### src/source/sadPkg.sv
package sadPkg;

	localparam int pixelWidth = 8;    // bits per pixel
	localparam int prefixSpeed = 1;   // 0 serial, 1 brent-kung, 2 sklansky
	localparam int fifoDepth = 4;     // power of two
	localparam int fifoAddrWidth = $clog2(fifoDepth);
	localparam int sadWidth = 16;     // accumulator width
	localparam int countWidth = 8;    // match counter width

	typedef logic [pixelWidth-1:0] pixelT;        // pixel or abs difference
	typedef logic [sadWidth-1:0] sadT;            // block sad
	typedef logic [countWidth-1:0] countT;        // matching pixels per block
	typedef logic [fifoAddrWidth-1:0] fifoAddrT;  // fifo pointer

	// one difference on its way from producer to consumer
	typedef struct packed {
		pixelT absDiff;
		logic isMatch;  // pair was equal
		logic isLast;   // final pair of block
	} diffItemT;

	// block result
	typedef struct packed {
		sadT sad;
		countT matchCount;
	} sadResultT;

endpackage

### src/source/prefixAndOr.sv
`timescale 1ns/1ps

module prefixAndOr #(
	parameter int width = 8,  // word width
	parameter int speed = 1   // 0 serial, 1 brent-kung, 2 sklansky
) (
	input logic [width-1:0] GI,   // generate in
	input logic [width-1:0] PI,   // propagate in
	output logic [width-1:0] GO,  // prefix generate out
	output logic [width-1:0] PO   // prefix propagate out
);

	localparam int m = $clog2(width);  // tree depth

	if (speed == 2) begin : gSklansky
		logic [width-1:0] gT [0:m];  // per-level generate
		logic [width-1:0] pT [0:m];  // per-level propagate
		assign gT[0] = GI;
		assign pT[0] = PI;
		for (genvar l = 1; l <= m; l++) begin : gLevel
			localparam int half = 2**(l-1);  // block size merged at this level
			for (genvar i = 0; i < width; i++) begin : gBit
				// upper half of each block takes the top of the lower half
				if ((i / half) % 2 == 1) begin : gNode
					assign gT[l][i] = gT[l-1][i] | (pT[l-1][i] & gT[l-1][(i/half)*half - 1]);
					assign pT[l][i] = pT[l-1][i] & pT[l-1][(i/half)*half - 1];
				end else begin : gPass
					assign gT[l][i] = gT[l-1][i];
					assign pT[l][i] = pT[l-1][i];
				end
			end
		end
		assign GO = gT[m];
		assign PO = pT[m];
	end else if (speed == 1) begin : gBrentKung
		localparam int lastLevel = (m > 0) ? 2*m - 1 : 0;
		logic [width-1:0] gT [0:lastLevel];
		logic [width-1:0] pT [0:lastLevel];
		assign gT[0] = GI;
		assign pT[0] = PI;
		// up-sweep, span doubles each level
		for (genvar l = 1; l <= m; l++) begin : gUp
			localparam int span = 2**l;
			for (genvar i = 0; i < width; i++) begin : gBit
				if ((i + 1) % span == 0) begin : gNode
					assign gT[l][i] = gT[l-1][i] | (pT[l-1][i] & gT[l-1][i - span/2]);
					assign pT[l][i] = pT[l-1][i] & pT[l-1][i - span/2];
				end else begin : gPass
					assign gT[l][i] = gT[l-1][i];
					assign pT[l][i] = pT[l-1][i];
				end
			end
		end
		// down-sweep fills the bits between the tree roots
		for (genvar l = m + 1; l <= lastLevel; l++) begin : gDown
			localparam int span = 2**(2*m - l);
			for (genvar i = 0; i < width; i++) begin : gBit
				if (((i + 1) % span == span/2) && (i + 1 > span)) begin : gNode
					assign gT[l][i] = gT[l-1][i] | (pT[l-1][i] & gT[l-1][i - span/2]);
					assign pT[l][i] = pT[l-1][i] & pT[l-1][i - span/2];
				end else begin : gPass
					assign gT[l][i] = gT[l-1][i];
					assign pT[l][i] = pT[l-1][i];
				end
			end
		end
		assign GO = gT[lastLevel];
		assign PO = pT[lastLevel];
	end else begin : gSerial
		// ripple chain, one node per bit
		assign GO[0] = GI[0];
		assign PO[0] = PI[0];
		for (genvar i = 1; i < width; i++) begin : gBit
			assign GO[i] = GI[i] | (PI[i] & GO[i-1]);
			assign PO[i] = PI[i] & PO[i-1];
		end
	end

endmodule

### src/source/subCZ.sv
`timescale 1ns/1ps

// {CO,S} = A - B - CI, Z = (S == 0) valid for CI = 0 only
module subCZ #(
	parameter int width = 8,  // word width
	parameter int speed = 1   // prefix structure
) (
	input logic [width-1:0] A,   // minuend
	input logic [width-1:0] B,   // subtrahend
	input logic CI,              // borrow in, subtracted
	output logic [width-1:0] S,  // difference
	output logic CO,             // set when result negative
	output logic Z               // zero flag
);

	logic [width-1:0] bInv;      // ~B
	logic ciInv;                 // ~CI acts as carry in
	logic [width-1:0] gIn, pIn;  // pre-processed gen/prop
	logic [width-1:0] gOut, pOut;

	assign bInv = ~B;
	assign ciInv = ~CI;

	// carry in folded into bit 0 as a majority term
	assign gIn[0] = (A[0] & bInv[0]) | (A[0] & ciInv) | (bInv[0] & ciInv);
	assign pIn[0] = A[0] ^ bInv[0];
	for (genvar i = 1; i < width; i++) begin : gPre
		assign gIn[i] = A[i] & bInv[i];
		assign pIn[i] = A[i] ^ bInv[i];
	end

	prefixAndOr #(
		.width(width),
		.speed(speed)
	) i_prefix (
		.GI(gIn),
		.PI(pIn),
		.GO(gOut),
		.PO(pOut)
	);

	assign S = pIn ^ {gOut[width-2:0], ciInv};  // carry into bit i is prefix of i-1
	assign CO = ~gOut[width-1];  // no carry out means borrow
	assign Z = pOut[width-1];    // all bits propagate when A == B

endmodule

### src/source/pixelDiffer.sv
`timescale 1ns/1ps

module pixelDiffer (
	input logic clk,
	input logic reset,
	input logic inStrobe,             // one pulse per pair
	input sadPkg::pixelT pixelA,
	input sadPkg::pixelT pixelB,
	input logic inLast,               // final pair of block
	output logic pushStrobe,
	output sadPkg::diffItemT pushItem
);

	import sadPkg::*;

	pixelT diff;     // a - b, wraps when negative
	pixelT negDiff;  // 0 - diff
	logic borrow;    // a < b
	logic isEqual;

	// first stage gives difference, borrow and zero
	subCZ #(
		.width(pixelWidth),
		.speed(prefixSpeed)
	) i_subDiff (
		.A(pixelA),
		.B(pixelB),
		.CI(1'b0),
		.S(diff),
		.CO(borrow),
		.Z(isEqual)
	);

	// second stage negates for the abs value
	subCZ #(
		.width(pixelWidth),
		.speed(prefixSpeed)
	) i_subNeg (
		.A('0),
		.B(diff),
		.CI(1'b0),
		.S(negDiff),
		.CO(),
		.Z()
	);

	always_ff @(posedge clk) begin
		if (reset) pushStrobe <= 1'b0;
		else pushStrobe <= inStrobe;  // push one cycle after sampling
	end

	always_ff @(posedge clk) begin
		if (inStrobe) begin
			pushItem.absDiff <= borrow ? negDiff : diff;
			pushItem.isMatch <= isEqual;
			pushItem.isLast <= inLast;
		end
	end

endmodule

### src/source/diffFifo.sv
`timescale 1ns/1ps

module diffFifo (
	input logic clk,
	input logic reset,
	input logic pushStrobe,
	input sadPkg::diffItemT pushItem,
	input logic popStrobe,
	output sadPkg::diffItemT headItem,  // oldest entry
	output logic empty,
	output logic overflow                // sticky until reset
);

	import sadPkg::*;

	diffItemT mem [fifoDepth];
	fifoAddrT wrPtr, rdPtr;
	logic [fifoAddrWidth:0] count;  // occupancy, 0 to fifoDepth
	logic full;
	logic doPush, doPop;

	assign full = (count == fifoDepth);
	assign empty = (count == '0);
	assign headItem = mem[rdPtr];

	assign doPop = popStrobe & ~empty;
	// a pop in the same cycle frees the slot when full
	assign doPush = pushStrobe & (~full | doPop);

	always_ff @(posedge clk) begin
		if (doPush) mem[wrPtr] <= pushItem;
	end

	always_ff @(posedge clk) begin
		if (reset) begin
			wrPtr <= '0;
			rdPtr <= '0;
			count <= '0;
			overflow <= 1'b0;
		end else begin
			if (doPush) wrPtr <= wrPtr + 1'b1;  // wraps at depth
			if (doPop) rdPtr <= rdPtr + 1'b1;
			case ({doPush, doPop})
				2'b10: count <= count + 1'b1;
				2'b01: count <= count - 1'b1;
				default: count <= count;  // none or both
			endcase
			if (pushStrobe && !doPush) overflow <= 1'b1;  // item dropped
		end
	end

endmodule

### src/source/sadAccumulator.sv
`timescale 1ns/1ps

module sadAccumulator (
	input logic clk,
	input logic reset,
	input logic hold,                   // stall level
	input logic empty,
	input sadPkg::diffItemT headItem,
	output logic popStrobe,
	output logic sadValid,              // one-cycle pulse
	output sadPkg::sadResultT sadResult
);

	import sadPkg::*;

	sadT sadSum;        // running block sum
	countT matchSum;    // running match count
	sadT sadNext;
	countT matchNext;
	logic [sadWidth:0] sumWide;  // extra bit catches the carry

	assign popStrobe = ~empty & ~hold;

	assign sumWide = {1'b0, sadSum} + {{(sadWidth-pixelWidth+1){1'b0}}, headItem.absDiff};
	assign sadNext = sumWide[sadWidth] ? '1 : sumWide[sadWidth-1:0];  // clamp at top
	assign matchNext = matchSum + countT'(headItem.isMatch);

	always_ff @(posedge clk) begin
		if (reset) begin
			sadSum <= '0;
			matchSum <= '0;
			sadValid <= 1'b0;
		end else begin
			sadValid <= 1'b0;
			if (popStrobe) begin
				if (headItem.isLast) begin
					sadSum <= '0;  // next block starts fresh
					matchSum <= '0;
					sadValid <= 1'b1;
				end else begin
					sadSum <= sadNext;
					matchSum <= matchNext;
				end
			end
		end
	end

	// totals including the last item
	always_ff @(posedge clk) begin
		if (popStrobe && headItem.isLast) begin
			sadResult.sad <= sadNext;
			sadResult.matchCount <= matchNext;
		end
	end

endmodule

### src/source/sadUnit.sv
`timescale 1ns/1ps

module sadUnit (
	input logic clk,
	input logic reset,
	input logic inStrobe,
	input sadPkg::pixelT pixelA,
	input sadPkg::pixelT pixelB,
	input logic inLast,
	input logic hold,
	output logic sadValid,
	output sadPkg::sadResultT sadResult,
	output logic overflow
);

	import sadPkg::*;

	logic pushStrobe, popStrobe;
	diffItemT pushItem;
	diffItemT headItem;
	logic empty;

	pixelDiffer i_pixelDiffer (
		.clk(clk),
		.reset(reset),
		.inStrobe(inStrobe),
		.pixelA(pixelA),
		.pixelB(pixelB),
		.inLast(inLast),
		.pushStrobe(pushStrobe),
		.pushItem(pushItem)
	);

	diffFifo i_diffFifo (
		.clk(clk),
		.reset(reset),
		.pushStrobe(pushStrobe),
		.pushItem(pushItem),
		.popStrobe(popStrobe),
		.headItem(headItem),
		.empty(empty),
		.overflow(overflow)
	);

	sadAccumulator i_sadAccumulator (
		.clk(clk),
		.reset(reset),
		.hold(hold),
		.empty(empty),
		.headItem(headItem),
		.popStrobe(popStrobe),
		.sadValid(sadValid),
		.sadResult(sadResult)
	);

endmodule

### config.mk
export PLATFORM = sky130hd
export DESIGN_NAME = sadUnit
export DESIGN_NICKNAME = d
export VERILOG_FILES = /design/src/source/sadPkg.sv /design/src/source/prefixAndOr.sv /design/src/source/subCZ.sv /design/src/source/pixelDiffer.sv /design/src/source/diffFifo.sv /design/src/source/sadAccumulator.sv /design/src/source/sadUnit.sv
export SDC_FILE = /design/constraint.sdc
export NUM_CORES = 1
export LEC_CHECK = 0
export ABC_AREA = 1
export BUFFER_PORTS_ARGS = -buffer_cell sky130_fd_sc_hd__buf_2
export CORE_ASPECT_RATIO = 1.2
export CORE_MARGIN = 3
export CORE_UTILIZATION = 60
export DETAILED_ROUTE_END_ITERATION = 16
export HOLD_SLACK_MARGIN = 0.12
export PLACE_DENSITY = 0.89
export SYNTH_ARGS = -nofsm -noshare
export SYNTH_HDL_FRONTEND = slang
export SYNTH_HIERARCHICAL = 1
export SYNTH_SLANG_ARGS = --single-unit
### constraint.sdc
create_clock -name clk -period 3.67 [get_ports clk]
set_input_delay 0.367 -clock clk [delete_from_list [all_inputs] [get_ports clk]]
set_output_delay 0.367 -clock clk [all_outputs]
set_load 0.005 [all_outputs]
Word level (Yosys, flattened, before mapping)
Memories as Yosys holds them, arrays and structs flattened. A register that Yosys moved wholly into a read port is not among the register bits.
Cells that the tools add are included.
W data, S select, Z words.
{ "word_totals": {"ff_bits": 68, "ramBits": 40, "inputBits": 21, "output_inout_bits": 26, "elab_cells": 106, "n_memories": 1} }
{ "classes": {"addsub": 6, "eq_ne": 3, "muxes": 10, "n_bitwise": 67, "reduce_logical": 6} }
{ "mem_list": {"columns": ["memory", "depth", "word_bits", "read_ports", "rd_clocked_by_memory_dff", "wr", "line", "text"], "rows": [
  ["i_diffFifo.mem", 4, 10, 1, 1, 1, "diffFifo.sv:16", "diffItemT mem [fifoDepth];"]
]} }
{ "ops": {"columns": ["cell", "count"], "rows": [
  ["$and A1 B1 Y1", 37],
  ["$mux W16", 2],
  ["$add A16 B8 Y17", 1],
  ["$mux W8", 2],
  ["$not A8 Y8", 2],
  ["$xor A8 B8 Y8", 2],
  ["$or A1 B1 Y1", 14],
  ["$add A8 B1 Y8", 1],
  ["$xor A1 B1 Y1", 8],
  ["$pmux W3 S2", 1],
  ["$add A2 B1 Y2 const B", 2],
  ["$mux W2", 2],
  ["$not A1 Y1", 4],
  ["$add A3 B1 Y3 const B", 1],
  ["$eq A3 B3 Y1 const B", 1],
  ["$logic_not A3 Y1", 1],
  ["$mux W1", 3],
  ["$sub A3 B1 Y3 const B", 1],
  ["$eq A2 B1 Y1 const B", 1],
  ["$eq A2 B2 Y1 const B", 1],
  ["$logic_and A1 B1 Y1", 2],
  ["$reduce_bool A2 Y1", 1],
  ["$reduce_or A2 Y1", 1],
  ["$logic_not A1 Y1", 1]
]} }

Depth between registers and ports, before layout
{ "logic_depth": {"word_depth": 20, "mapped_depth": 23, "ltp_nobuf": 23} }

By module
Netlist, hierarchy kept.
{ "by_module_without_submodules": {"columns": ["module", "n_inst", "cells_each", "area_per_inst_um2", "seq_area_each_um2"], "rows": [
  ["sadAccumulator", 1, 308, 2675.1, 1221.2],
  ["diffFifo", 1, 167, 1996.9, 1401.3],
  ["subCZ", 2, 54, 289.0, 0.0],
  ["pixelDiffer", 1, 40, 436.7, 320.3],
  ["prefixAndOr", 2, 36, 180.2, 0.0]
]} }

Worst setup path after synthesis
Ideal clock, no wire load.
{ "synth_path": {"path_kind": "input to register", "startpoint": "in pixelB[0]", "endpoint": "reg i_pixelDiffer/pushItem[9] (netlist name)", "setup_ns": 0.252, "arrival_time_ns": 2.300, "t_required_ns": 3.418, "slack_ns": 1.117, "path_stages": 22, "n_path_buf": 0, "path_cell_list": "inv_1 > fa_1 > nand2_1 > nand2_4 > a21o_2 > inv_1 > nand2_1 > nand2_1 > inv_1 > ha_1 > nand2_2 > inv_2 > nand2_2 > nand2_2 > nand2_2 > nand2_2 > nand2_1 > nand2_1 > nand2_1 > nand2_1 > nand2_1 > nand2_1"} }
{ "synth_between": {"word_cells_on_any_way": 29, "cone_classes": "mux (1); bitwise (28)"} }
{ "synth_rtl": {"columns": ["item", "line", "text"], "rows": [
  ["start: declaration", "sadUnit.sv:8", "input sadPkg::pixelT pixelB,"],
  ["$not A8 Y8 *", "subCZ.sv:21", "assign bInv = ~B;"],
  ["$and A1 B1 Y1", "subCZ.sv:25", "assign gIn[0] = (A[0] & bInv[0]) | (A[0] & ciInv) | (bInv[0] & ciInv);"],
  ["$or A1 B1 Y1", "subCZ.sv:25", null],
  ["$or A1 B1 Y1 *", "subCZ.sv:25", null],
  ["named net i_pixelDiffer.i_subDiff.gIn[0]", "subCZ.sv:18", "logic [width-1:0] gIn, pIn;"],
  ["$and A1 B1 Y1 *", "prefixAndOr.sv:46", "assign gT[l][i] = gT[l-1][i] | (pT[l-1][i] & gT[l-1][i - span/2]);"],
  ["$or A1 B1 Y1 *", "prefixAndOr.sv:46", null],
  ["named net i_pixelDiffer.i_subDiff.gOut[1]", "subCZ.sv:19", "logic [width-1:0] gOut, pOut;"],
  ["(+2 left out)", null, null],
  ["named net i_pixelDiffer.i_subDiff.gOut[2]", "subCZ.sv:19", null],
  ["(+1 left out)", null, null],
  ["named net i_pixelDiffer.diff[3]", "pixelDiffer.sv:16", "pixelT diff;"],
  ["(+1 left out)", null, null],
  ["named net i_pixelDiffer.i_subNeg.pIn[3]", "subCZ.sv:18", null],
  ["(+2 left out)", null, null],
  ["named net i_pixelDiffer.i_subNeg.gOut[3]", "subCZ.sv:19", null],
  ["$and A1 B1 Y1 *", "prefixAndOr.sv:59", "assign gT[l][i] = gT[l-1][i] | (pT[l-1][i] & gT[l-1][i - span/2]);"],
  ["named net i_pixelDiffer.i_subNeg.gOut[5]", "subCZ.sv:19", null],
  ["$and A1 B1 Y1 *", "prefixAndOr.sv:59", null],
  ["named net i_pixelDiffer.i_subNeg.gOut[6]", "subCZ.sv:19", null],
  ["$xor A8 B8 Y8 *", "subCZ.sv:42", "assign S = pIn ^ {gOut[width-2:0], ciInv};"],
  ["named net i_pixelDiffer.negDiff[7]", "pixelDiffer.sv:17", "pixelT negDiff;"],
  ["$mux W8 *", "pixelDiffer.sv:54", "pushItem.absDiff <= borrow ? negDiff : diff;"]
]} }
The timed path passes the listed nets; every way through them passes the cells marked *.
A chain may end at the register's enable or synchronous reset.

==> metrics <==
Final Wtd Congestion=0.858; vias in the first global route=4,504; clk buf depth=2; worst skew pair latency=340 ps; DR vias/cell=5.25; switching share of power=27.8%; DRT iter0 DRCs=197; Initial Utilization=61.9%; GR met3 Demand/Resource=3.40%; setup TNS=0 ps; Crit Path Max Fanout=21; Min Clock Period, post-route=3010 ps; gr ovfl total=0; Setup CP Type=register to register; Worst EP required=3870 ps; Die Y=115 um; maximum clock frequency=332 MHz; Clk pwr share=31.3%; Tcrit/Tclk final=82.0%; layout net count=774; cells along the critical path=inv_1, o21ai_0, o22ai_1, ha_1, inv_1, o21bai_1, nor2_1, nand2_2, nand2_4, o21ai_0, nand2_1, a21oi_1; grt met2 use=41.7%; NetSw=832 uW; P_leak=0.00303 uW; DRT antenna net count=0; I/O pins=47; final hold vios=0; status=complete, no violations; WL/cell=13.4 um; P_int=2160 uW; Seq pwr share=49.5%; type of the tightest min-delay check=primary input to register; row cnt=39; synthesis warning total=6; global-route wire length before repair=19.0 mm; DR vias=4,449; final slew viol count=0; largest net degree at the start of global routing=28; CTS Buf Count=9; Max Cap Viol=0; met1 Track Usage GR=20.9%; Slew HR=35.0%; Most Crowded Layer GR=met2; CP peak stage delay=520 ps; Post-Route WL=11.3 mm; Worst-path clk slew=70 ps; ANT cells=0; Mean Syn Cell Area=8.86 um^2; Final Non-Filler Cells=848; CP max-delay cell=dfxtp_2; antenna violations before repair=0; Setup crit end kind=register; # DRC=0; PwrDens=457 nW/um^2; Core Footprint=9560 um^2; nature of the critical path startpoint=register; Post-Synthesis Cells=668; Syn Std Cell Area=5920 um^2; combinational share of power=19.2%; total power=2990 uW; worst slew pin tran=971 ps; Worst Skew=5.87 ps; DP HPWL=8.48 mm; unrepaired setup endpoints after global routing=no; clk root buf=clkbuf_16; setup violators final=0; DRT Pass-1 Iters=4; Area growth syn-to-layout=10.6%; Sink Count=110; Arr. time, crit path=3200 ps; H-tree levels=3; Die Width=96.7 um; share of cells above drive strength 1=17.5%; DP Cell Count=832; flop2flop setup slack=660 ps; port buffer count=46; Peak VDD IR=300 uV; Tot GR Track Use=20.9%; CTS tree=built; Die ar.=11,100 um^2
## layout by cell type (no fill, tap or decap), types with 21 or more instances in the layout
master,n
nand3_1,25
ha_1,29
nand2_2,21
o21ai_0,27
edfxtp_1,74
nor2_1,49
a21oi_1,26
buf_2,46
inv_1,109
dfxtp_1,35
nand2_1,180
## sequential cells by signal, summed over array words and instances, names as in the netlist, named ones only
signal,count
i_diffFifo/wrPtr,2
i_sadAccumulator/matchSum,8
i_pixelDiffer/pushItem,10
i_diffFifo/rdPtr,2
i_diffFifo/overflow,1
i_sadAccumulator/sadValid,1
i_sadAccumulator/sadSum,16
i_sadAccumulator/sadResult,24
i_pixelDiffer/pushStrobe,1
i_diffFifo/mem,40
i_diffFifo/count,3
## worst max-delay path: cells and delay by family, from the launching register on
kind | cells | cell delay (ps)
AO/OA/AOI/OAI | 5 | 790
buffers and inverters | 2 | 410
flip-flops | 1 | 520
AND/OR/NAND/NOR | 4 | 770
adder cells (fa/ha/maj) | 1 | 360
## final timing paths
path	cells past startpoint	endpoint	startpoint
setup / recovery	12	i_sadAccumulator/sadSum[2]	register
setup reg to reg	12	i_sadAccumulator/sadSum[2]	register
hold / removal	1	i_pixelDiffer/pushItem[0]	inLast
hold reg to reg	1	i_diffFifo/overflow	i_diffFifo/overflow
## power by group through the flow
stage	logic [uW]	registers [uW]	clock network (uW)
2_1_floorplan	442	1490	0
3_3_place_gp	530	1500	0
3_5_place_dp	567	1510	0
4_1_cts	570	1480	950
5_1_grt	648	1490	999
6_report	574	1480	936
## per-stage QoR
step           worst slack, ps  hold WS, ps  utilization [%]  cell area [um^2]
2_1_floorplan             1150          436                -              5950
3_3_place_gp               551          446             65.4              6250
4_1_cts                    375          216             68.5              6550
5_1_grt                    329          214             68.5              6550
3_5_place_dp               393          449             65.4              6250
6_report                   662          225             68.5              6550
## per-layer routing
| metal | up-vias | routed length [um] |
|---|---|---|
| met3 | 22 | 578 |
| met2 | 130 | 6320 |
| met1 | 2073 | 4190 |
| met5 | - | 0 |
| li1 | 2224 | - |
| met4 | 0 | 261 |
## layout make-up
| cell class | count | area (um^2) |
|---|---|---|
| fill | 698 | 3020 |
| sequential | 110 | 2940 |
| multi-input combinational | 437 | 2480 |
| inverter | 114 | 428 |
| clock buffer | 12 | 268 |
| timing repair buffer | 48 | 245 |
| tap | 123 | 154 |
| clock inverter | 4 | 26.3 |
## repair_timing
item	CTS	global route
buffers inserted	0	0
setup endpoints to repair	0	1
hold buffers	0	0
resized for setup	0	1
Power figures use the tool's default switching activity.
